**src/memory/bootRom.hex**
```
// boot image, one 16-bit word per line in hex
// line n is rom word n, words 0x000 to 0x00f
1a2b
4000
c0de
0f3c
8001
5aa5
0123
fedc
3c3c
7e81
0000
ffff
9249
6db6
2468
b00f

```
**src/common/memPkg.sv**
```systemverilog
// shared address map, widths, register offsets and address views for the memory controller
package memPkg;

	// word and address widths
	localparam int DATA_BITS = 16;
	localparam int ADDR_BITS = 16;

	// memory depths and their offset widths
	localparam int ROM_WORDS = 4096;
	localparam int RAM_WORDS = 16384;
	localparam int ROM_ADDR_BITS = $clog2(ROM_WORDS);
	localparam int RAM_ADDR_BITS = $clog2(RAM_WORDS);

	// peripheral view splits the word into a page and a register offset
	localparam int PAGE_BITS = 8;
	localparam int REG_BITS = ADDR_BITS - PAGE_BITS;
	localparam int BANK_BITS = ADDR_BITS - RAM_ADDR_BITS;

	// region prefixes
	localparam logic [3:0] ROM_PREFIX = 4'h0; // 0x0000 - 0x0fff
	localparam logic [PAGE_BITS-1:0] GPIO_PAGE = 8'h11; // 0x11xx
	localparam logic [PAGE_BITS-1:0] PWM_PAGE = 8'h12; // 0x12xx
	localparam logic [BANK_BITS-1:0] RAM_BANK = 2'b01; // 0x4000 - 0x7fff

	// gpio registers
	localparam logic [REG_BITS-1:0] GPIO_OUT_REG = 8'h00;
	localparam logic [REG_BITS-1:0] GPIO_IN_REG = 8'h01;
	localparam int GPIO_OUT_BITS = 4;
	localparam int GPIO_IN_BITS = 6;

	// pwm registers
	localparam logic [REG_BITS-1:0] PWM_DUTY0_REG = 8'h00;
	localparam logic [REG_BITS-1:0] PWM_DUTY1_REG = 8'h01;
	localparam logic [REG_BITS-1:0] PWM_DUTY2_REG = 8'h02;
	localparam int PWM_BITS = 8;
	localparam int PWM_CHANNELS = 3;
	localparam int PWM_PERIOD = 255; // counter runs 0 .. PWM_PERIOD-1

	// output pin bundle of the top level
	localparam int PIN_BITS = 11;

	localparam string ROM_FILE = "/design/src/memory/bootRom.hex";

	typedef struct packed {
		logic [BANK_BITS-1:0] bank;
		logic [RAM_ADDR_BITS-1:0] offset;
	} memView_t;

	typedef struct packed {
		logic [PAGE_BITS-1:0] page;
		logic [REG_BITS-1:0] regOff;
	} periphView_t;

	// same address word, seen by the memories or by the peripherals
	typedef union packed {
		memView_t mem;
		periphView_t periph;
	} memAddr_u;

endpackage
```
**src/common/memBusIf.sv**
```systemverilog
// one decoded target port between the address decoder, a target and the read-return stage
`timescale 1ns/1ps

interface memBusIf;
	import memPkg::*;

	logic sel; // address falls in this region
	logic wr; // write strobe, already gated by sel
	memAddr_u addr;
	logic [DATA_BITS-1:0] wdata;
	logic [DATA_BITS-1:0] rdata;

	modport decoder (
		output sel, wr, addr, wdata
	);

	modport target (
		input sel, wr, addr, wdata,
		output rdata
	);

	modport sink (
		input sel, rdata
	);

endinterface

```
**src/peripherals/gpioPort.sv**
```systemverilog
// GPIO port: writable output latch and a synchronised input register behind the peripheral bus
`timescale 1ns/1ps

module gpioPort (
	input logic CLK,
	input logic RSTb,
	memBusIf.target bus,
	output logic [memPkg::GPIO_OUT_BITS-1:0] pins,
	input logic [memPkg::GPIO_IN_BITS-1:0] pinsIn
);
	import memPkg::*;

	logic [GPIO_OUT_BITS-1:0] outReg;
	logic [GPIO_IN_BITS-1:0] syncA; // first stage, may be metastable
	logic [GPIO_IN_BITS-1:0] syncB;

	always_ff @(posedge CLK) begin
		if (!RSTb) begin
			outReg <= '0;
		end else if (bus.wr && bus.addr.periph.regOff == GPIO_OUT_REG) begin
			outReg <= bus.wdata[GPIO_OUT_BITS-1:0];
		end
	end

	// two flops, so a pin change reaches reads after two edges
	always_ff @(posedge CLK) begin
		if (!RSTb) begin
			syncA <= '0;
			syncB <= '0;
		end else begin
			syncA <= pinsIn;
			syncB <= syncA;
		end
	end

	always_comb begin
		case (bus.addr.periph.regOff)
			GPIO_OUT_REG: bus.rdata = {{(DATA_BITS-GPIO_OUT_BITS){1'b0}}, outReg};
			GPIO_IN_REG: bus.rdata = {{(DATA_BITS-GPIO_IN_BITS){1'b0}}, syncB};
			default: bus.rdata = '0; // unused offsets
		endcase
	end

	assign pins = outReg;

endmodule

```
**src/flat_wrapper.sv**
```systemverilog
// flat-port wrapper written by rule: the top's interface ports become plain ports
module gpioPort_flat import memPkg::*;
  (CLK, RSTb, pins, pinsIn, bus_sel, bus_wr, bus_addr, bus_wdata, bus_rdata);
  memBusIf bus_i ();
  input logic CLK;
  input logic RSTb;
  output logic [memPkg::GPIO_OUT_BITS-1:0] pins;
  input logic [memPkg::GPIO_IN_BITS-1:0] pinsIn;
  input wire logic [$bits(bus_i.sel)-1:0] bus_sel;
  input wire logic [$bits(bus_i.wr)-1:0] bus_wr;
  input wire logic [$bits(bus_i.addr)-1:0] bus_addr;
  input wire logic [$bits(bus_i.wdata)-1:0] bus_wdata;
  output wire logic [$bits(bus_i.rdata)-1:0] bus_rdata;
  assign bus_i.sel = bus_sel;
  assign bus_i.wr = bus_wr;
  assign bus_i.addr = bus_addr;
  assign bus_i.wdata = bus_wdata;
  assign bus_rdata = bus_i.rdata;
  gpioPort u_core (.CLK(CLK), .RSTb(RSTb), .bus(bus_i), .pins(pins), .pinsIn(pinsIn));
endmodule
```
**config.mk**
```make
export PLATFORM = sky130hd
export DESIGN_NAME = gpioPort_flat
export DESIGN_NICKNAME = d
export VERILOG_FILES = /design/src/common/memPkg.sv /design/src/common/memBusIf.sv /design/src/peripherals/gpioPort.sv /design/src/flat_wrapper.sv
export SDC_FILE = /design/constraint.sdc
export NUM_CORES = 1
export LEC_CHECK = 0
export ABC_AREA = 1
export BUFFER_PORTS_ARGS = -buffer_cell sky130_fd_sc_hd__buf_2
export CAP_MARGIN = 15
export CORE_MARGIN = 10
export CORE_UTILIZATION = 30
export CTS_CLUSTER_DIAMETER = 40
export DETAILED_ROUTE_END_ITERATION = 12
export GPL_TIMING_DRIVEN = 0
export PLACE_DENSITY = 0.72
export SLEW_MARGIN = 20
export SYNTH_ARGS = -nofsm -noshare
export SYNTH_HDL_FRONTEND = slang
export SYNTH_SLANG_ARGS = --single-unit
```
**constraint.sdc**
```tcl
create_clock -name CLK -period 0.8 [get_ports CLK]
set_input_delay 0.04 -clock CLK [delete_from_list [all_inputs] [get_ports CLK]]
set_output_delay 0.04 -clock CLK [all_outputs]
set_load 0.05 [all_outputs]
```
# [Word-level counts from Yosys, hierarchy flattened]
# Cells that the tools add are included.
[totals] word_cells=7 register_bits=16 out_inout_bits=20 input_bits=42
[classes] mux=1 n_eq_ne=1 n_reduce_logical=2
[op_table] cell="6-bit case mux with 2 select lines" count=1
[op_table] cell="8-bit by 1-bit == test with 1-bit output, second input constant" count=1
[op_table] cell="8-bit logical NOT" count=1
[op_table] cell="1-bit logical AND" count=1

# [Longest topological paths before layout]
[depth] word_depth=2 ltp_mapped=7 depth_no_buf=6

# [Worst setup path before layout]
# Ideal clock, no wire load.
[synth_timing] kind="input port to output port" start="input bus_addr[3]" end="output bus_rdata[0]" cell_stages=3 required_time_ps=760 arrival_ps=1466 setup_slack_ps=-706 n_path_buf=0 path_cell_list="nor2_1 > nand4_1 > o21ai_0"
[synth_via] elab_chain_cells=2 word_cells_on_any_way=3 classes_between="eq/ne: 1; mux: 1; reduce/logical: 1"
[synth_rtl] item="start: declaration" line_no="flat_wrapper.sv:11" source="input wire logic [$bits(bus_i.addr)-1:0] bus_addr;"
[synth_rtl] item="8-bit by 1-bit == test with 1-bit output or 8-bit logical NOT (tied branches)" line_no="gpioPort.sv:37" source="case (bus.addr.periph.regOff)"
[synth_rtl] item="6-bit case mux with 2 select lines *" line_no="gpioPort.sv:37"
[synth_rtl] item="end: declaration" line_no="flat_wrapper.sv:13" source="output wire logic [$bits(bus_i.rdata)-1:0] bus_rdata;"
# Mark *: on every way between the ends. The rest lies on a longest branch, timed or not.

# [Worst setup path in the final report]
[layout_timing] start="register u_core.outReg[2], in the netlist u_core.pins[2]" end="output bus_rdata[2]"
[layout_via] elab_chain_cells=1
[layout_rtl] item="start: declaration" line_no="gpioPort.sv:13" source="logic [GPIO_OUT_BITS-1:0] outReg;"
[layout_rtl] item="start signal: assignment" line_no="gpioPort.sv:21" source="outReg <= bus.wdata[GPIO_OUT_BITS-1:0];"
[layout_rtl] item="6-bit case mux with 2 select lines" line_no="gpioPort.sv:37"
# No other way between the ends.

==> impl_metrics.json <==
{
  "clock_skew_ps": 7.61,
  "io_buffers": 28,
  "synth_area_leader_cell": "dfxtp_1",
  "power.total_mw": 1.65,
  "crit_chain": "nand2_1 > o21ai_2 > buf_6",
  "synth_top_area_frac": 0.448,
  "drive_above_1_share": 0.487,
  "max_clock_freq_mhz": 1010,
  "reg2regPathDepth": 2,
  "dr.pass1.iters": 2,
  "die_height_um": 68.8,
  "via_count": 708,
  "async_flop_share": 0,
  "first_global_vias": 683,
  "status": "finished with violations",
  "cts.clk_slew.worst_paths_ps": 90,
  "cts_tree": "built",
  "hold_path_depth": 3,
  "synth.most_common_cell": "inv_1",
  "cts.sinks": 16,
  "path_class": "flip-flop to primary output",
  "synthFlopType": "dfxtp_1",
  "whs_ps": 62.8,
  "die_w_um": 68.8,
  "min_to": "u_core.pins[3]$_SDFFE_PN0P_",
  "clk_latency_ps": 290,
  "cp_max_fo": 3,
  "timing.rr.start": "u_core.pins[0]$_SDFFE_PN0P_",
  "period_share": 1.24,
  "n_antenna_cell": 0,
  "cp.required_ps": 760,
  "grt_start_max_net_pins": 11,
  "row_count": 17,
  "p_per_area_mw_per_mm2": 1360,
  "crit_path_max_incr_delay_ps": 360,
  "r2r_end": "u_core.pins[0]$_SDFFE_PN0P_",
  "setup_viol": 10,
  "io_pins": 62,
  "slew_violations": 0,
  "yosys-top-cells-area": "dfxtp_1 45%, inv_1 12%, buf_4 12%, nand2_1 12%, nor2_1 4.7%",
  "gp_congestion": 0.742,
  "fin_crit_ps": 993,
  "via_per_inst": 3.89,
  "cts_buffer_depth": 2,
  "rsz0062_at_grt": "yes",
  "place_hpwl_mm": 1.42,
  "synth-compound-area-share": 0.0560,
  "hold_violations": 0,
  "synth_top_family_by_area": "buffers and inverters",
  "slowest_stage": "dfxtp_2",
  "start_kind": "flip-flop",
  "ys_types": 14,
  "ys_seq_area_frac": 0.448,
  "endpoint_kind": "primary output",
  "yosys_warnings": 0,
  "areaGrowthSynthToFinish_pct": 69.4,
  "grt_pass1_wl_mm": 2.83,
  "synthMuxAreaShare": 0,
  "finalWirelength_mm": 1.87,
  "grt.total_usage": 0.0791,
  "crit_start": "u_core.pins[2]$_SDFFE_PN0P_",
  "worstHoldPathType": "input port to flip-flop",
  "die-area_mm2": 0.00473,
  "worstHoldStart": "bus_wr",
  "synth_enable_flop_cells": 0,
  "finalWorstSetupSlack_ps": -193,
  "layout.nets": 197,
  "drt-wirelength-per-cell_um": 10.3,
  "cellLeakagePower_nw": 0.668,
  "cts-root-buf": "clkbuf_4",
  "coreArea_mm2": 0.00223,
  "antenna_left": 0,
  "drc": 0,
  "syn_inst": 101,
  "crit_arrival_ps": 950,
  "cap_viol_max_count": 0,
  "ys_top_cells_by_count": "23 x inv_1, 22 x nand2_1, 16 x dfxtp_1, 11 x buf_4, 9 x nor2_1",
  "start_util": 0.320,
  "rrSetupSlack_ps": 160,
  "drt-initial-drc-count": 11,
  "irDropWorstVdd_mv": 1.22,
  "htree_levels": 1,
  "synth-xor-area-share": 0,
  "syn-cell-area_um2": 714,
  "synth_fa_ha_area_frac": 0,
  "synth-seq-cells": 16,
  "yosys.area_share.simple": 0.226,
  "antenna_found_initial": 0,
  "syn_area_per_cell_um2": 7.07,
  "numCtsBuffers": 3,
  "violations": "negative setup slack",
  "overflow": 0
}
## cells by family (layout without fill, tap and decap cells)
logic type | Yosys count | in the layout
AND/OR/NAND/NOR | 39 | 39
buffers and inverters | 37 | 81
AO/OA/AOI/OAI | 8 | 8
flip-flops | 16 | 16
other | 1 | 10
## worst max-delay path by stage
stage          depth (start not counted)  slack [ps]           end
2_1_floorplan                          3        -240  bus_rdata[0]
3_3_place_gp                           5        -400  bus_rdata[2]
3_5_place_dp                           5        -440  bus_rdata[0]
4_1_cts                                3        -210  bus_rdata[2]
5_1_grt                                3        -230  bus_rdata[2]
6_report                               3        -190  bus_rdata[2]
## power breakdown
| part | switching, mW | leakage [nW] | total, mW | internal, mW |
|---|---|---|---|---|
| clock | 0.247 | 0.0210 | 0.525 | 0.277 |
| sequential | 0.00781 | 0.136 | 0.823 | 0.816 |
| combinational | 0.184 | 0.511 | 0.300 | 0.116 |
| total | 0.439 | 0.668 | 1.65 | 1.21 |
## routing by layer
layer | part of all wire | track usage
met4 | 0.013 | 0.0443
met3 | 0.12 | 0.0370
met5 | 0 | 0
met1 | 0.32 | 0.0708
met2 | 0.54 | 0.144
## per-stage QoR
stage                util  instance area, um^2  TNS (ps)  std cells  setup WS [ps]
global route        0.542                 1210     -1670        182           -229
floorplan               -                  773     -1370        110           -240
global placement    0.425                  948     -2590        166           -400
CTS                 0.514                 1150     -1340        179           -213
finish              0.542                 1210     -1340        182           -193
detailed placement  0.425                  948     -2960        166           -439
## layout by cell type (no fill, tap or decap), types with 3 or more instances in the layout
cell type	synthesis	routed
buf_2	1	19
nand3_1	4	4
clkbuf_4	0	3
nand2_1	22	18
nor2_4	0	3
nand2_2	0	4
buf_8	0	3
buf_4	11	15
inv_2	0	3
dfxtp_2	0	4
nor2_2	3	3
conb_1	1	10
nor2_1	9	6
dfxtp_4	0	3
a21oi_1	4	4
inv_1	23	20
dfxtp_1	16	9
o21ai_2	0	4
buf_6	1	10
dlygate4sd3_1	0	6
## worst max-delay path, delay by kind of cell (launching register included)
| kind | cells | cell delay [ps] |
|---|---|---|
| DFF | 1 | 360 |
| AOI/OAI and AO/OA | 1 | 60 |
| buffers and inverters | 1 | 180 |
| and+or+nand+nor | 1 | 60 |
## state kept, by name, summed over array words and instances (netlist names)
signal,count
u_core.syncB,6
u_core.pins,4
u_core.syncA,6
## cell type report
class | count | area [um^2]
Fill cell | 222 | 1020
Sequential cell | 16 | 337
Timing Repair Buffer | 40 | 327
Multi-Input combinational cell | 57 | 287
Buffer | 14 | 103
Inverter | 23 | 86.3
Clock buffer | 4 | 36.3
Tap cell | 28 | 35.0
## timing repair
item,4_1_cts,5_1_grt
hold endpoints to repair,6,0
pin swaps,10,2
gates resized for setup,26,16
setup endpoints to repair,10,12
hold buffers,6,0
setup buffers,3,3
No activity file was read; power rests on OpenSTA's default activity.
