File: src/memory/bootRom.hex
// boot image, one 16-bit word per line in hex
// line n is rom word n, words 0x000 to 0x00f
1a2b
4000
c0de
0f3c
8001
5aa5
0123
fedc
3c3c
7e81
0000
ffff
9249
6db6
2468
b00f

File: src/common/memPkg.sv
// shared address map, widths, register offsets and address views for the memory controller
package memPkg;

	// word and address widths
	localparam int DATA_BITS = 16;
	localparam int ADDR_BITS = 16;

	// memory depths and their offset widths
	localparam int ROM_WORDS = 4096;
	localparam int RAM_WORDS = 16384;
	localparam int ROM_ADDR_BITS = $clog2(ROM_WORDS);
	localparam int RAM_ADDR_BITS = $clog2(RAM_WORDS);

	// peripheral view splits the word into a page and a register offset
	localparam int PAGE_BITS = 8;
	localparam int REG_BITS = ADDR_BITS - PAGE_BITS;
	localparam int BANK_BITS = ADDR_BITS - RAM_ADDR_BITS;

	// region prefixes
	localparam logic [3:0] ROM_PREFIX = 4'h0; // 0x0000 - 0x0fff
	localparam logic [PAGE_BITS-1:0] GPIO_PAGE = 8'h11; // 0x11xx
	localparam logic [PAGE_BITS-1:0] PWM_PAGE = 8'h12; // 0x12xx
	localparam logic [BANK_BITS-1:0] RAM_BANK = 2'b01; // 0x4000 - 0x7fff

	// gpio registers
	localparam logic [REG_BITS-1:0] GPIO_OUT_REG = 8'h00;
	localparam logic [REG_BITS-1:0] GPIO_IN_REG = 8'h01;
	localparam int GPIO_OUT_BITS = 4;
	localparam int GPIO_IN_BITS = 6;

	// pwm registers
	localparam logic [REG_BITS-1:0] PWM_DUTY0_REG = 8'h00;
	localparam logic [REG_BITS-1:0] PWM_DUTY1_REG = 8'h01;
	localparam logic [REG_BITS-1:0] PWM_DUTY2_REG = 8'h02;
	localparam int PWM_BITS = 8;
	localparam int PWM_CHANNELS = 3;
	localparam int PWM_PERIOD = 255; // counter runs 0 .. PWM_PERIOD-1

	// output pin bundle of the top level
	localparam int PIN_BITS = 11;

	localparam string ROM_FILE = "/design/src/memory/bootRom.hex";

	typedef struct packed {
		logic [BANK_BITS-1:0] bank;
		logic [RAM_ADDR_BITS-1:0] offset;
	} memView_t;

	typedef struct packed {
		logic [PAGE_BITS-1:0] page;
		logic [REG_BITS-1:0] regOff;
	} periphView_t;

	// same address word, seen by the memories or by the peripherals
	typedef union packed {
		memView_t mem;
		periphView_t periph;
	} memAddr_u;

endpackage
File: src/common/memBusIf.sv
// one decoded target port between the address decoder, a target and the read-return stage
`timescale 1ns/1ps

interface memBusIf;
	import memPkg::*;

	logic sel; // address falls in this region
	logic wr; // write strobe, already gated by sel
	memAddr_u addr;
	logic [DATA_BITS-1:0] wdata;
	logic [DATA_BITS-1:0] rdata;

	modport decoder (
		output sel, wr, addr, wdata
	);

	modport target (
		input sel, wr, addr, wdata,
		output rdata
	);

	modport sink (
		input sel, rdata
	);

endinterface

File: src/source/readReturn.sv
// return stage: captures the read selects and peripheral data, then muxes and holds DATA_OUT
`timescale 1ns/1ps

module readReturn (
	input logic CLK,
	input logic RSTb,
	input logic memRD,
	memBusIf.sink romBus,
	memBusIf.sink ramBus,
	memBusIf.sink gpioBus,
	memBusIf.sink pwmBus,
	output logic [memPkg::DATA_BITS-1:0] DATA_OUT
);
	import memPkg::*;

	logic [3:0] selQ; // {pwm, gpio, ram, rom} at the read edge
	logic rdQ; // a read was taken at the last edge
	logic [DATA_BITS-1:0] periphQ;
	logic [DATA_BITS-1:0] holdQ;
	logic [DATA_BITS-1:0] curWord;

	always_ff @(posedge CLK) begin
		if (!RSTb) begin
			selQ <= '0;
			rdQ <= 1'b0;
			holdQ <= '0;
		end else begin
			rdQ <= memRD;
			if (memRD) begin
				selQ <= {pwmBus.sel, gpioBus.sel, ramBus.sel, romBus.sel};
			end
			if (rdQ) begin
				holdQ <= curWord; // keeps the word once the memories move on
			end
		end
	end

	// peripherals answer combinationally, so capture them here
	always_ff @(posedge CLK) begin
		if (memRD) begin
			periphQ <= gpioBus.sel ? gpioBus.rdata : pwmBus.rdata;
		end
	end

	always_comb begin
		case (selQ)
			4'b0001: curWord = romBus.rdata; // already registered in the rom
			4'b0010: curWord = ramBus.rdata;
			4'b0100, 4'b1000: curWord = periphQ;
			default: curWord = '0; // unmapped
		endcase
	end

	assign DATA_OUT = rdQ ? curWord : holdQ;

	assert property (@(posedge CLK) disable iff (!RSTb) $onehot0(selQ))
		else $error("read return holds more than one select");

endmodule

File: src/flat_wrapper.sv
// flat-port wrapper written by rule: the top's interface ports become plain ports
module readReturn_flat import memPkg::*;
  (CLK, RSTb, memRD, DATA_OUT, romBus_sel, romBus_rdata, ramBus_sel, ramBus_rdata, gpioBus_sel, gpioBus_rdata, pwmBus_sel, pwmBus_rdata);
  memBusIf romBus_i ();
  memBusIf ramBus_i ();
  memBusIf gpioBus_i ();
  memBusIf pwmBus_i ();
  input logic CLK;
  input logic RSTb;
  input logic memRD;
  output logic [memPkg::DATA_BITS-1:0] DATA_OUT;
  input wire logic [$bits(romBus_i.sel)-1:0] romBus_sel;
  input wire logic [$bits(romBus_i.rdata)-1:0] romBus_rdata;
  input wire logic [$bits(ramBus_i.sel)-1:0] ramBus_sel;
  input wire logic [$bits(ramBus_i.rdata)-1:0] ramBus_rdata;
  input wire logic [$bits(gpioBus_i.sel)-1:0] gpioBus_sel;
  input wire logic [$bits(gpioBus_i.rdata)-1:0] gpioBus_rdata;
  input wire logic [$bits(pwmBus_i.sel)-1:0] pwmBus_sel;
  input wire logic [$bits(pwmBus_i.rdata)-1:0] pwmBus_rdata;
  assign romBus_i.sel = romBus_sel;
  assign romBus_i.rdata = romBus_rdata;
  assign ramBus_i.sel = ramBus_sel;
  assign ramBus_i.rdata = ramBus_rdata;
  assign gpioBus_i.sel = gpioBus_sel;
  assign gpioBus_i.rdata = gpioBus_rdata;
  assign pwmBus_i.sel = pwmBus_sel;
  assign pwmBus_i.rdata = pwmBus_rdata;
  readReturn u_core (.CLK(CLK), .RSTb(RSTb), .memRD(memRD), .romBus(romBus_i), .ramBus(ramBus_i), .gpioBus(gpioBus_i), .pwmBus(pwmBus_i), .DATA_OUT(DATA_OUT));
endmodule
File: config.mk
export PLATFORM = sky130hd
export DESIGN_NAME = readReturn_flat
export DESIGN_NICKNAME = d
export VERILOG_FILES = /design/src/common/memPkg.sv /design/src/common/memBusIf.sv /design/src/source/readReturn.sv /design/src/flat_wrapper.sv
export SDC_FILE = /design/constraint.sdc
export NUM_CORES = 1
export LEC_CHECK = 0
export BUFFER_PORTS_ARGS = -buffer_cell sky130_fd_sc_hd__buf_2
export CAP_MARGIN = 20
export CORE_MARGIN = 3
export CORE_UTILIZATION = 51
export CTS_CLUSTER_DIAMETER = 60
export CTS_CLUSTER_SIZE = 14
export DETAILED_ROUTE_END_ITERATION = 8
export PLACE_DENSITY = 0.85
export SYNTH_ARGS = -nofsm -noshare
export SYNTH_HDL_FRONTEND = slang
export SYNTH_SLANG_ARGS = --single-unit
File: constraint.sdc
create_clock -name CLK -period 3.4 [get_ports CLK]
set_clock_uncertainty 0.05 [all_clocks]
set_input_delay 0.17 -clock CLK [delete_from_list [all_inputs] [get_ports CLK]]
set_output_delay 0.17 -clock CLK [all_outputs]
set_load 0.005 [all_outputs]
## Word level (Yosys, flattened, before mapping)

Index checks and enable logic that the tools add are counted.

| word-level totals | value |
|---|---|
| word-level logic and storage cells | 12 |
| bits of input ports | 71 |
| register bits | 37 |

| cells by class | value |
|---|---|
| equal/unequal tests | 4 |
| reductions and logical operators | 1 |
| mux-type cells | 3 |

Operators with widths:

| operator | count |
|---|---|
| $pmux 16 s3 | 1 |
| $mux 16 | 2 |
| $eq 4x1->1 const B | 1 |
| $eq 4x2->1 const B | 1 |
| $eq 4x3->1 const B | 1 |
| $eq 4x4->1 const B | 1 |
| $reduce_or 2->1 | 1 |

## Longest topological paths before layout

| logic depth | value |
|---|---|
| word-level depth | 4 |
| gate-level depth with buffers | 6 |
| depth with buffers taken out | 4 |

## Worst setup path before layout

Ideal clock, no wire load.

| timing | value |
|---|---|
| path kind | reg-to-output |
| start point | register u_core.selQ[0] |
| end point | output port DATA_OUT[10] (netlist name) |
| path slack | 1.912 ns |
| stages on the path, launching flop included | 7 |
| arrival time | 1.268 ns |
| path through | dfxtp_1 -> nor2b_1 -> buf_6 -> o21a_4 -> o21ai_4 -> buf_6 -> o22ai_1 |

| between the ends | value |
|---|---|
| word-level cells in the longest chain between the ends | 4 |
| elaborated cells on any way between the ends | 7 |

Ends and longest elaborated chain:

| what | RTL line | source |
|---|---|---|
| start, declared | readReturn.sv:16 | `logic [3:0] selQ;` |
| start signal, assigned | readReturn.sv:30 | `selQ <= {pwmBus.sel, gpioBus.sel, ramBus.sel, romBus.sel};` |
| $eq 4x3->1 / $eq 4x4->1 (equally long branches) | readReturn.sv:46 | `case (selQ)` |
| $reduce_or 2->1 | readReturn.sv:46 |  |
| $pmux 16 s3 (*) | readReturn.sv:46 |  |
| $mux 16 (*) | readReturn.sv:54 | `assign DATA_OUT = rdQ ? curWord : holdQ;` |
| end, declared | flat_wrapper.sv:11 | `output logic [memPkg::DATA_BITS-1:0] DATA_OUT;` |

Every way passes the cells marked *; elsewhere a longest branch is shown, timed or not.

## Worst setup path after layout

| timing | value |
|---|---|
| start point | register u_core.selQ[3] |
| end point | output port DATA_OUT[12] (netlist name) |

Same word-level chain as after synthesis.

==> flow_summary.toml <==
[clock_tree]
cts_setup_buffers = 0
ctsResizeCount = 0
worstSkewPairLatency_ns = 0.29
cts_root_buffer = "clkbuf_8"
clock_path_buffers = 2
cts.sinks = 37
cts.htree.levels = 2
cts_tree = "done"
clk_pin_slew_worst_paths_ns = 0.07
cts_buffers = 5
hold_buffers = 0

[floorplan]
dieArea_sq_um = 4830
io_pins = 87
start_util_pct = 54.5
fp.dieW_um = 69.5
coreArea_sq_um = 3770
die_h_um = 69.5
rows = 22

[sta]
max-slew-margin-rel_pct = 37.1
final-setup-viol-count = 0
grt_setup_unrepaired = "no"
period_needed_ns = 2.35
fmax_mhz = 425
hold_violations = 0
tns_ns = 0
final_max_slew_viol_count = 0
finalCritPeriodShare_pct = 69.2
tightest_slew_ns = 0.940
layout_setup_ws_ns = 1.05

[routing]
firstDrtPassIters = 4
ant_nets = 0
wire_per_inst_um = 14.6
drt-vias-per-instance = 5.39
wirelength_mm = 4.56
initialDrtViolationCount = 93
wl_met3_um = 306
top_layer = "met4"
wl_met1_mm = 2.05
vias = 1683
routed-wl-met2_mm = 2.14
drc = 0

[outcome]
status = "finished, final reports clean"

[placed_design]
dp_slack_ns = 1.35
dp_hpwl_mm = 3.46
dp.cells = 304
place_area_sq_um = 2470
io_buffers = 86
place.gp.congestion = 0.743

[logic_synthesis]
synth-seq-area-share_pct = 43.8
yosysUniqueCellTypes = 25
avgSynthCellArea_sq_um = 11.3
syn-cell-area_sq_um = 2060
ys_warn_count = 0
ys_ff_latch = 37
synth_nets = 253
syn-instance-count = 182

[finish]
final_cell_area_sq_um = 2560
final_common_cell = "buf_2"
layout_common_cells = "buf_2 (86), dfxtp_1 (21)"
area_growth_pct = 24.7
fillers = 293
antenna_cells_inserted = 0
fin_cells = 312
drive_gt1_share_pct = 51.5
final_nets = 334

[pwr]
p_leak_nw = 1.04
p_total_mw = 1.00
power_density_nw_per_um2 = 391
max-vdd-ir-drop_mv = 0.284

[min_path]
hp-class = "input port to flop"
hp-start = "romBus_sel"
min_to = "u_core.selQ[0]"
hold_depth = 3

[critical_path]
crit_required_ns = 3.18
worstSetupPathType = "flop to primary output"
cp_cell_sequence = "xnor2_1 -> nor3_4 -> o21ai_4 -> o22ai_1 -> buf_2"
timing.rr.start = "u_core.selQ[3]"
critPathMaxStageDelay_ns = 0.73
critical_path_arrival_ns = 2.13
setup.worst_path.start_class = "flop"
cp_max_fo = 18
r2r_setup_slack_ns = 1.49
reg2regPathDepth = 4
r2r_end = "u_core.holdQ[2]"
critPathCaptureType = "primary output"
worst_path_max_delay_cell = "nor3_4"

[global_routing]
grtUsageTotal_pct = 19.2
grt_overflow = 0
grt_pass1_vias = 1648
grt_max_degree = 27
antenna_found_initial = 0
grt_pass1_wl_mm = 7.45

[flow_run]
cap_violations = 0
==> power breakdown <==
part           leakage, nW  switching (mW)  internal, mW
clock               0.0455           0.142         0.165
combinational        0.663          0.0955        0.0940
sequential           0.327          0.0147         0.492
total                 1.04           0.252         0.751
==> routing by layer <==
metal	global-route usage (%)	vias to the layer above
met3	5.94	6
met4	7.59	0
li1	-	854
met1	25.8	760
met5	0	-
met2	28.6	63
==> per-stage QoR <==
step / util, % / hold WS [ns]
6_report: 68.0 / 0.0940
3_5_place_dp: 65.6 / 0.400
4_1_cts: 68.0 / 0.0867
2_1_floorplan: - / 0.232
5_1_grt: 68.0 / 0.112
3_3_place_gp: 65.6 / 0.380
==> final cells by class <==
cell class | count | area (sq um) | share of cell area, %
well taps | 48 | 60.1 | 2.34
inverters | 16 | 60.1 | 2.34
clock buffers | 8 | 90.1 | 3.51
multi-input cells | 113 | 993 | 38.7
repair buffers | 90 | 460 | 18.0
flip-flops and latches | 37 | 901 | 35.1
==> state kept, by name, indices dropped and copies added (netlist names) <==
signal	cells
u_core.holdQ	16
u_core.periphQ	16
u_core.rdQ	1
u_core.selQ	4
==> Yosys cell counts, drive strengths merged <==
library cell | n | area share (%)
clkbuf | 7 | 1.3
nor2 | 1 | 0.18
dfxtp | 21 | 20
a22o | 16 | 6.8
o211ai | 1 | 1.0
xnor2 | 1 | 0.43
a22oi | 16 | 8.3
mux2i | 4 | 1.9
nand3b | 16 | 5.8
inv | 16 | 2.9
o21ai | 17 | 6.5
o22ai | 16 | 4.9
nor2b | 6 | 1.8
buf | 9 | 3.7
mux2 | 16 | 8.8
and2 | 1 | 0.30
o21a | 1 | 0.73
nor3 | 1 | 0.79
edfxtp | 16 | 23
==> worst max-delay path: cells and delay by family (launching register included) <==
family / cells / cell delay, ns
XOR/XNOR: 1 / 0.16
AO/OA/AOI/OAI: 2 / 0.47
buffers and inverters: 1 / 0.14
flip-flops: 1 / 0.34
AND/OR/NAND/NOR: 1 / 0.73
==> worst max path at each step <==
stage,cells past startpoint,from,slack [ns],endpoint
6_report,5,u_core.selQ[3],1.05,DATA_OUT[12]
3_5_place_dp,5,u_core.selQ[3],1.35,DATA_OUT[3]
2_1_floorplan,6,u_core.selQ[0],1.91,DATA_OUT[10]
4_1_cts,5,u_core.selQ[3],1.04,DATA_OUT[3]
5_1_grt,5,u_core.selQ[3],0.88,DATA_OUT[0]
3_3_place_gp,5,u_core.selQ[2],1.41,DATA_OUT[12]
==> kinds of logic after synthesis <==
kind of cell / Yosys count / share of synthesized area (%)
muxes: 20 / 10.7
AOI/OAI and AO/OA: 67 / 28.2
and+or+nand+nor: 25 / 8.94
xor gates and xnor gates: 1 / 0.426
DFF: 37 / 43.8
buffers and inverters: 32 / 7.91
Note: power is estimated with default switching activity, not from simulation.
