### src/memory/bootRom.hex
// boot image, one 16-bit word per line in hex
// line n is rom word n, words 0x000 to 0x00f
1a2b
4000
c0de
0f3c
8001
5aa5
0123
fedc
3c3c
7e81
0000
ffff
9249
6db6
2468
b00f

### src/common/memPkg.sv
// shared address map, widths, register offsets and address views for the memory controller
package memPkg;

	// word and address widths
	localparam int DATA_BITS = 16;
	localparam int ADDR_BITS = 16;

	// memory depths and their offset widths
	localparam int ROM_WORDS = 4096;
	localparam int RAM_WORDS = 16384;
	localparam int ROM_ADDR_BITS = $clog2(ROM_WORDS);
	localparam int RAM_ADDR_BITS = $clog2(RAM_WORDS);

	// peripheral view splits the word into a page and a register offset
	localparam int PAGE_BITS = 8;
	localparam int REG_BITS = ADDR_BITS - PAGE_BITS;
	localparam int BANK_BITS = ADDR_BITS - RAM_ADDR_BITS;

	// region prefixes
	localparam logic [3:0] ROM_PREFIX = 4'h0; // 0x0000 - 0x0fff
	localparam logic [PAGE_BITS-1:0] GPIO_PAGE = 8'h11; // 0x11xx
	localparam logic [PAGE_BITS-1:0] PWM_PAGE = 8'h12; // 0x12xx
	localparam logic [BANK_BITS-1:0] RAM_BANK = 2'b01; // 0x4000 - 0x7fff

	// gpio registers
	localparam logic [REG_BITS-1:0] GPIO_OUT_REG = 8'h00;
	localparam logic [REG_BITS-1:0] GPIO_IN_REG = 8'h01;
	localparam int GPIO_OUT_BITS = 4;
	localparam int GPIO_IN_BITS = 6;

	// pwm registers
	localparam logic [REG_BITS-1:0] PWM_DUTY0_REG = 8'h00;
	localparam logic [REG_BITS-1:0] PWM_DUTY1_REG = 8'h01;
	localparam logic [REG_BITS-1:0] PWM_DUTY2_REG = 8'h02;
	localparam int PWM_BITS = 8;
	localparam int PWM_CHANNELS = 3;
	localparam int PWM_PERIOD = 255; // counter runs 0 .. PWM_PERIOD-1

	// output pin bundle of the top level
	localparam int PIN_BITS = 11;

	localparam string ROM_FILE = "/design/src/memory/bootRom.hex";

	typedef struct packed {
		logic [BANK_BITS-1:0] bank;
		logic [RAM_ADDR_BITS-1:0] offset;
	} memView_t;

	typedef struct packed {
		logic [PAGE_BITS-1:0] page;
		logic [REG_BITS-1:0] regOff;
	} periphView_t;

	// same address word, seen by the memories or by the peripherals
	typedef union packed {
		memView_t mem;
		periphView_t periph;
	} memAddr_u;

endpackage
### src/common/memBusIf.sv
// one decoded target port between the address decoder, a target and the read-return stage
`timescale 1ns/1ps

interface memBusIf;
	import memPkg::*;

	logic sel; // address falls in this region
	logic wr; // write strobe, already gated by sel
	memAddr_u addr;
	logic [DATA_BITS-1:0] wdata;
	logic [DATA_BITS-1:0] rdata;

	modport decoder (
		output sel, wr, addr, wdata
	);

	modport target (
		input sel, wr, addr, wdata,
		output rdata
	);

	modport sink (
		input sel, rdata
	);

endinterface

### src/peripherals/pwmLed.sv
// three-channel PWM LED driver with writable duty registers and one shared counter
`timescale 1ns/1ps

module pwmLed (
	input logic CLK,
	input logic RSTb,
	memBusIf.target bus,
	output logic [memPkg::PWM_CHANNELS-1:0] leds
);
	import memPkg::*;

	logic [PWM_BITS-1:0] duty [PWM_CHANNELS];
	logic [PWM_BITS-1:0] cnt;
	logic [PWM_CHANNELS-1:0] ledQ;

	always_ff @(posedge CLK) begin
		if (!RSTb) begin
			duty <= '{default: '0};
		end else if (bus.wr) begin
			case (bus.addr.periph.regOff)
				PWM_DUTY0_REG: duty[0] <= bus.wdata[PWM_BITS-1:0];
				PWM_DUTY1_REG: duty[1] <= bus.wdata[PWM_BITS-1:0];
				PWM_DUTY2_REG: duty[2] <= bus.wdata[PWM_BITS-1:0];
				default: ;
			endcase
		end
	end

	// free running, wraps after PWM_PERIOD counts
	always_ff @(posedge CLK) begin
		if (!RSTb) begin
			cnt <= '0;
		end else if (cnt == PWM_BITS'(PWM_PERIOD - 1)) begin
			cnt <= '0;
		end else begin
			cnt <= cnt + 1'b1;
		end
	end

	// duty of 255 stays high over the whole cycle
	always_ff @(posedge CLK) begin
		if (!RSTb) begin
			ledQ <= '0;
		end else begin
			for (int i = 0; i < PWM_CHANNELS; i++) begin
				ledQ[i] <= cnt < duty[i];
			end
		end
	end

	always_comb begin
		case (bus.addr.periph.regOff)
			PWM_DUTY0_REG: bus.rdata = {{(DATA_BITS-PWM_BITS){1'b0}}, duty[0]};
			PWM_DUTY1_REG: bus.rdata = {{(DATA_BITS-PWM_BITS){1'b0}}, duty[1]};
			PWM_DUTY2_REG: bus.rdata = {{(DATA_BITS-PWM_BITS){1'b0}}, duty[2]};
			default: bus.rdata = '0;
		endcase
	end

	assign leds = ledQ;

endmodule

### src/flat_wrapper.sv
// flat-port wrapper written by rule: the top's interface ports become plain ports
module pwmLed_flat import memPkg::*;
  (CLK, RSTb, leds, bus_sel, bus_wr, bus_addr, bus_wdata, bus_rdata);
  memBusIf bus_i ();
  input logic CLK;
  input logic RSTb;
  output logic [memPkg::PWM_CHANNELS-1:0] leds;
  input wire logic [$bits(bus_i.sel)-1:0] bus_sel;
  input wire logic [$bits(bus_i.wr)-1:0] bus_wr;
  input wire logic [$bits(bus_i.addr)-1:0] bus_addr;
  input wire logic [$bits(bus_i.wdata)-1:0] bus_wdata;
  output wire logic [$bits(bus_i.rdata)-1:0] bus_rdata;
  assign bus_i.sel = bus_sel;
  assign bus_i.wr = bus_wr;
  assign bus_i.addr = bus_addr;
  assign bus_i.wdata = bus_wdata;
  assign bus_rdata = bus_i.rdata;
  pwmLed u_core (.CLK(CLK), .RSTb(RSTb), .bus(bus_i), .leds(leds));
endmodule
### config.mk
export PLATFORM = sky130hd
export DESIGN_NAME = pwmLed_flat
export DESIGN_NICKNAME = d
export VERILOG_FILES = /design/src/common/memPkg.sv /design/src/common/memBusIf.sv /design/src/peripherals/pwmLed.sv /design/src/flat_wrapper.sv
export SDC_FILE = /design/constraint.sdc
export NUM_CORES = 1
export LEC_CHECK = 0
export ABC_AREA = 0
export BUFFER_PORTS_ARGS = -buffer_cell sky130_fd_sc_hd__buf_2
export CORE_MARGIN = 2
export CORE_UTILIZATION = 53
export CTS_CLUSTER_SIZE = 28
export DETAILED_ROUTE_END_ITERATION = 16
export GPL_ROUTABILITY_DRIVEN = 0
export PLACE_DENSITY = 0.89
export SYNTH_ARGS = -nofsm -noshare
export SYNTH_HDL_FRONTEND = slang
export SYNTH_SLANG_ARGS = --single-unit
export TNS_END_PERCENT = 20
### constraint.sdc
create_clock -name CLK -period 1.55 [get_ports CLK]
set_input_delay 0.155 -clock CLK [delete_from_list [all_inputs] [get_ports CLK]]
set_output_delay 0.155 -clock CLK [all_outputs]
set_load 0.05 [all_outputs]
# Word level (Yosys, flattened, before mapping)
# Cells that the tools add are included.
# word_totals
ff_bits,35
out_inout_bits,19
wordCells,19
# op_classes
add_sub_neg,1
magnitude_cmp,3
eq_ne,3
n_mux,1
bitwise_logic,1
reduce_logical,5
# op_table
operator,count
less-than comparator 8 bit,3
case mux 8 bit (3 select lines),1
adder 8 x 1 -> 8 bit (second input constant),1
== test 8 x 1 -> 1 bit (second input constant),1
== test 8 x 2 -> 1 bit (second input constant),1
== test 8 bit (second input constant),1
zero test 8 bit,1
AND reduction 2 bit,3
OR reduction 2 bit,1
NOT 1 bit,1

# Logic depth before layout (Yosys ltp)
# Gate-level depths: netlist of run 1.
# logic_depth
ltp_word,2
depth_mapped,5

# Worst setup path after synthesis of run 1
# No wires, ideal clock.
# synth_path
kind,input port to output port
from,input port bus_addr[3]
to,output port bus_rdata[0]
t_arrival_ps,1427
path_slack_ps,-32
stages,3
cell_sequence,nor4_4 > nand2_1 > nor2_1
# synth_between
elab_chain_len,2
elab_cells_between_ends,4
# synth_lines
item,line_no,source
from (decl),flat_wrapper.sv:10,input wire logic [$bits(bus_i.addr)-1:0] bus_addr;
== test 8 x 2 -> 1 bit (tied with other cells),pwmLed.sv:52,case (bus.addr.periph.regOff)
case mux 8 bit (3 select lines) *,pwmLed.sv:52,
to (decl),flat_wrapper.sv:12,output wire logic [$bits(bus_i.rdata)-1:0] bus_rdata;
# Every way passes the cells marked *; elsewhere a longest branch is shown, timed or not.

# Final worst setup path of run 1
# layout_path
from,register u_core.duty[3] (netlist bit)
to,"register u_core.ledQ[2], in the netlist u_core.leds[2]"
# layout_between
elab_chain_len,1
# layout_lines
item,line_no,source
from (decl),pwmLed.sv:12,logic [PWM_BITS-1:0] duty [PWM_CHANNELS];
less-than comparator 8 bit,pwmLed.sv:46,ledQ[i] <= cnt < duty[i];
"to (signal, indexed assignment)",pwmLed.sv:46,
to (decl),pwmLed.sv:14,logic [PWM_CHANNELS-1:0] ledQ;
# No other way between the ends.
# A chain may end at the register's enable or synchronous reset.

==> reports/metrics.yaml, run 1 <==
synth:
  synthDominantCellAreaShare: 0.328
  ys_top_cells_by_area: "dfxtp_1 (33%), mux2i_1 (15%), ha_1 (13%), nand2_1 (6.0%), inv_1 (4.0%)"
  ys_warn_count: 0
  synth_flop_cell: "dfxtp_1"
  ys_ff_latch: 35
  synth-edff-count: 0
  synth.avg_cell_area_um2: 9.00
  async_flop_share: 0
  synth_top_area_cell: "dfxtp_1"
  synth_area_um2: 2130
  syn_inst: 237
  seq_area_frac_synth: 0.328
  ys_types: 29
timing:
  period_share: 1.00
  min_period_ns: 1.55
  hold_viol: 0
  finalSetupViolCount: 1
  grt_setup_unrepaired: "true"
  fmax_mhz: 645
  drv_slew: 0
  finalClockSkew_ns: 0.0108
  worst_slack_ns: -0.00122
global_route:
  grt.met3_usage: 0.0667
  grt_pass1_wl_um: 8140
  grt-ovfl-total: 0
  grt_usage: 0.245
  met1_usage: 0.264
  antenna_found_initial: 0
  grt.busiest_layer: "met2"
  grt_pass1_vias: 1759
  grt_max_degree: 24
  grt_use_met2: 0.441
critical_path:
  crit_slowest_cell: "a221oi_2"
  r2r_setup_slack_ns: -0.001
  cp.arrival_ns: 1.72
  cp-startpoint: "u_core.duty[3]"
  cp.buffers_inverters: 1
  path_cells: "inv_1 > ha_1 > a211oi_2 > o21ai_2 > a221oi_2"
  r2r-start: "u_core.duty[3]"
  end_kind: "flop"
  cp.depth: 5
  required_ns: 1.72
  slowest_delay_ns: 0.38
  cp-endpoint: "u_core.leds[2]"
  path_class: "reg -> reg"
  critical_path.top_delay_family: "compound AO/OA/AOI/OAI gates"
  r2r-end: "u_core.leds[2]"
  cp_max_fo: 3
  reg2reg_depth: 5
  critPathLaunchType: "flop"
pwr:
  pwr-share-seq: 0.426
  p_total_mw: 2.18
  power.internal_mw: 1.65
  switching_power_mw: 0.527
  powerDensity_nw_per_um2: 861
  ir_drop_mv: 0.406
  switching_share: 0.242
  pwr-share-comb: 0.124
  power_frac_clock: 0.450
  p_leak_nw: 1.24
clock_network:
  clkSinkCount: 35
  clock_path_buffers: 2
  holdBufCountCts: 0
  cts_tree: "built"
  clk_pin_slew_ns: 0.08
  cts_setup_buffers: 0
  clk-insertion-delay-late_ns: 0.30
  cts-root-buf: "clkbuf_8"
  cts_buffers: 5
  htree_levels: 2
floorplanning:
  design.die.area_um2: 4550
  io_pins: 55
  die_h_um: 67.4
  rows: 23
  core_um2: 3940
  start_util: 0.541
  dieWidth_um: 67.4
placement:
  portBuffers: 29
  dp.cells: 318
  dpl.hpwl_um: 3820
job:
  maxCapViolations: 0
route:
  drtAntennaViolNets: 0
  post-route-drc-count: 0
  num_vias: 1839
  detail_route.wl_per_cell_um: 16.4
  drt-pass1-iter-count: 4
  drt_iter0_drc: 107
  via_per_inst: 5.64
  drt_wl_total_um: 5360
hold_path:
  whs_path_depth: 3
  worstHoldStart: "bus_wdata[7]"
  hp-class: "in -> reg"
final_layout:
  insertedDiodeCount: 0
  fin_nets: 334
  layout-drive-gt1-share: 0.221
  area_growth_pct: 18.5
  instances_no_fill: 326
status:
  violations: "negative setup slack"
  status: "complete, but fails checks"
[logic make-up (layout without fill, tap and decap cells)]
kind of cell	count (synthesis)	count (layout)	synth area share
other	1	8	0.00176
AOI/OAI and AO/OA	33	33	0.124
DFF	35	35	0.328
muxes	32	32	0.150
adders and majority gates	23	23	0.135
buffers and inverters	39	71	0.0845
xor gates and xnor gates	3	3	0.0123
and+or+nand+nor	71	71	0.164
[placed cells by master, fill, tap and decap left out, drive strengths merged]
cell	count
a2bb2oi	8
xor2	1
o221a	2
nand2	34
bufinv	2
nor3b	3
o21ai	5
nor4	1
mux2i	32
buf	40
conb	8
nand2b	3
clkbuf	6
nand4	4
o211ai	3
a21oi	2
dfxtp	35
inv	23
a21o	3
ha	23
nand3	4
o2111a	3
a211oi	3
nor2b	2
nor2	17
a221oi	3
o311a	1
and3	3
xnor2	2
[state kept, by name, summed over array words and instances (netlist names)]
signal	cells
u_core.duty	24
u_core.cnt	8
u_core.leds	3
[timing repair]
action                                 4_1_cts  5_1_grt
pin swaps                                    3        3
endpoints found under the hold margin        0        0
cloned                                       0        0
setup endpoints to repair                    3        3
resized for setup                            4        7
[tightest hold or removal path: stages]
cell,delay (ns)
buf_2,0.10
nand2_1,0.09
mux2i_1,0.07
[power groups by stage]
stage	sequential (mW)	combinational (mW)	clock [mW]
floorplan	0.972	0.164	0
global placement	0.948	0.238	0
global route	0.929	0.291	1.02
detailed placement	0.948	0.248	0
finish	0.928	0.269	0.980
CTS	0.927	0.254	0.981
[worst min path at each step]
stage,slack (ns),end
after floorplan,0.29,u_core.leds[0]
after global placement,0.46,u_core.duty[10]
after detailed placement,0.46,u_core.duty[15]
after CTS,0.16,u_core.duty[10]
after global routing,0.18,u_core.duty[3]
final,0.16,u_core.duty[15]
[cell usage after synthesis, drive strengths merged (4+ instances only)]
cell type	n
o21ai	5
inv	23
a2bb2oi	8
buf	9
mux2i	32
ha	23
nand2	34
nand3	4
clkbuf	7
nor2	17
nand4	4
dfxtp	35
[per-layer routing]
layer	vias to the layer above	wire, um
met5	-	0
met2	70	2800
met4	0	140
li1	890	-
met1	868	2080
met3	11	339
[layout make-up]
cell class                 count  area [um^2]
multi-input combinational    170         1320
tap                           50         62.6
inverter                      23         86.3
clock buffer                   6         72.6
sequential                    35          702
fill                         320         1420
clock inverter                 2         60.1
timing repair buffer          40          228
[metrics by stage]
step / setup WS [ns] / cell area, um^2 / hold WS (ns) / setup TNS, ns / util
after floorplan: -0.0322 / 2160 / 0.294 / -0.258 / -
after global placement: 0.0582 / 2360 / 0.455 / 0 / 0.598
after detailed placement: -0.135 / 2360 / 0.461 / -0.151 / 0.598
after CTS: 0.00254 / 2500 / 0.160 / 0 / 0.634
after global routing: -0.0484 / 2530 / 0.176 / -0.0484 / 0.641
final: -0.00122 / 2530 / 0.156 / -0.00122 / 0.641
Note: power is estimated with default switching activity, not from simulation.
==> run 2, diff against run 1 <==
- RECOVER_POWER: default -> 100
- REMOVE_ABC_BUFFERS: default -> 1
==> reports/metrics.yaml, run 2 (same netlist as run 1, synthesis figures left out) <==
global_route:
  grt_pass1_vias: 1632  # was 1,759
  grt_max_degree: 18  # was 24
  grt-ovfl-total: 0  # unchanged
  grt_usage: 0.226  # was 0.245
  grt_pass1_wl_um: 7470  # was 8140 um
  antenna_found_initial: 0  # unchanged
final_layout:
  largest-register: "u_core.duty"  # unchanged
  final_core_util: 0.618  # was 0.641
  final_common_cell: "nand2_1"
  nFillCells: 325  # was 320
  mostFrequentLayoutCells: "nand2_1 (34), mux2i_1 (32), dfxtp_1 (32)"  # was nand2_1 (34), dfxtp_1 (34), mux2i_1 (32)
  insertedDiodeCount: 0  # unchanged
  area_growth_pct: 14.2  # was 18.5%
  largest_register_ffs: 24  # unchanged
  layout-drive-gt1-share: 0.186  # was 0.221
  fin_nets: 333  # was 334
placement:
  portBuffers: 29  # unchanged
  dpl.hpwl_um: 3500  # was 3820 um
  pre_cts_slack_ns: -0.00336  # was -0.135 ns
critical_path:
  cp.arrival_ns: 1.66  # was 1.72 ns
  critical_path.top_delay_family: "compound AO/OA/AOI/OAI gates"  # unchanged
  critPathLaunchType: "flop"  # unchanged
  required_ns: 1.74  # was 1.72 ns
  cp.buffers_inverters: 1  # unchanged
  path_cells: "inv_1 > ha_1 > a211oi_2 > o21ai_1 > a221oi_2"  # was inv_1 > ha_1 > a211oi_2 > o21ai_2 > a221oi_2
  r2r_setup_slack_ns: 0.08  # was -0.001 ns
  crit_slowest_cell: "dfxtp_2"  # was a221oi_2
  r2r-end: "u_core.leds[0]"  # was u_core.leds[2]
  r2r-start: "u_core.duty[19]"  # was u_core.duty[3]
  path_class: "reg -> reg"  # unchanged
  end_kind: "flop"  # unchanged
  reg2reg_depth: 5  # unchanged
  slowest_delay_ns: 0.34  # was 0.38 ns
  cp_max_fo: 3  # unchanged
floorplanning:
  rows: 23  # unchanged
  io_pins: 55  # unchanged
  start_util: 0.541  # unchanged
  die_h_um: 67.4  # unchanged
  dieWidth_um: 67.4  # unchanged
  core_um2: 3940  # unchanged
  design.die.area_um2: 4550  # unchanged
hold_path:
  hold_path_end: "u_core.duty[9]"  # was u_core.duty[15]
  hp-class: "in -> reg"  # unchanged
  whs_path_depth: 3  # unchanged
  worstHoldStart: "bus_wdata[1]"  # was bus_wdata[7]
timing:
  hold_viol: 0  # unchanged
  period_share: 0.951  # was 1.00
  min_period_ns: 1.47  # was 1.55 ns
  finalClockSkew_ns: 0.00526  # was 0.0108 ns
  fmax_mhz: 679  # was 645 MHz
  grt_setup_unrepaired: "false"  # was true
  drv_slew: 0  # unchanged
  worst_pin_slew_ns: 0.603
  finalSetupViolCount: 0  # was 1
  worst_slack_ns: 0.0765  # was -0.00122 ns
  relSlewSlack: 0.600
job:
  maxCapViolations: 0  # unchanged
pwr:
  switching_power_mw: 0.500  # was 0.527 mW
  power.internal_mw: 1.35  # was 1.65 mW
  pwr-share-comb: 0.136  # was 0.124
  p_leak_nw: 1.18  # was 1.24 nW
  powerDensity_nw_per_um2: 758  # was 861 nW/um^2
  power_frac_clock: 0.359  # was 0.450
  switching_share: 0.271  # was 0.242
  ir_drop_mv: 0.548  # was 0.406 mV
  p_total_mw: 1.85  # was 2.18 mW
  pwr-share-seq: 0.504  # was 0.426
clock_network:
  cts_buffers: 5  # unchanged
  clock_path_buffers: 2  # unchanged
  cts_tree: "built"  # unchanged
  cts_setup_buffers: 0  # unchanged
  clk-insertion-delay-late_ns: 0.29  # was 0.30 ns
  clk_pin_slew_ns: 0.07  # was 0.08 ns
  htree_levels: 2  # unchanged
  clkSinkCount: 35  # unchanged
  holdBufCountCts: 0  # unchanged
  cts-root-buf: "clkbuf_8"  # unchanged
route:
  drt-pass1-iter-count: 4  # unchanged
  drtAntennaViolNets: 0  # unchanged
  drt_iter0_drc: 86  # was 107
  drt_wl_total_um: 4800  # was 5360 um
  via_per_inst: 5.55  # was 5.64
  post-route-drc-count: 0  # unchanged
  detail_route.wl_per_cell_um: 14.8  # was 16.4 um
  num_vias: 1798  # was 1,839
status:
  status: "finished, final reports clean"  # was complete, but fails checks
## run 2: changes by cell type in the layout (fill, tap and decap cells not counted), sizes merged
| cell | before | now |
|---|---|---|
| buf | 40 | 22 |
| clkbuf | 6 | 23 |
| bufinv | 2 | 0 |
| clkinv | 0 | 1 |
## run 2: worst min-delay path, cell delays in order
cell and delay [ns]:
buf_2 0.09, nand2_1 0.08, mux2i_1 0.07
## run 2: final cells by class
cell class | count | area, um^2 | area share
Multi-Input combinational cell | 170 | 1300 | 0.532
Sequential cell | 35 | 704 | 0.289
Timing Repair Buffer | 39 | 199 | 0.0817
Inverter | 23 | 86.3 | 0.0354
Clock buffer | 6 | 82.6 | 0.0339
Tap cell | 50 | 62.6 | 0.0257
Clock inverter | 1 | 5.00 | 0.00205
## run 2: repair_timing
action                                  4_1_cts  5_1_grt
pin swaps                                     0        3
resized for setup                             1        7
endpoints found under the setup margin        1        3
## run 2: power groups by stage
stage                     clock [mW]  sequential (mW)  combinational [mW]
after floorplan                    0            0.975               0.124
after global placement             0            0.949               0.238
after detailed placement           0            0.950               0.244
after CTS                      0.682            0.929               0.249
after global routing           0.716            0.933               0.273
final                          0.663            0.931               0.252
## run 2: through the flow
step	TNS [ns]	cells	hold slack (ns)	cell area (um^2)
finish	0	324	0.154	2440
global route	0	324	0.162	2440
CTS	0	324	0.149	2440
detailed placement	-0.00336	317	0.456	2350
global placement	0	317	0.452	2350
floorplan	-0.258	228	0.286	2070
## run 2: how the worst max path moves through the flow
stage               startpoint        endpoint  cells past startpoint
3_3_place_gp   u_core.duty[19]  u_core.leds[0]                      5
5_1_grt        u_core.duty[13]    bus_rdata[5]                      4
6_report       u_core.duty[19]  u_core.leds[0]                      5
2_1_floorplan      bus_addr[3]    bus_rdata[0]                      3
3_5_place_dp   u_core.duty[19]  u_core.leds[0]                      5
4_1_cts        u_core.duty[19]  u_core.leds[0]                      5
## run 2: layer usage
layer  routed length, um  global-route usage
met4                 160               0.110
met2                2340               0.364
met3                 221              0.0633
met1                2070               0.278
met5                   0                   0
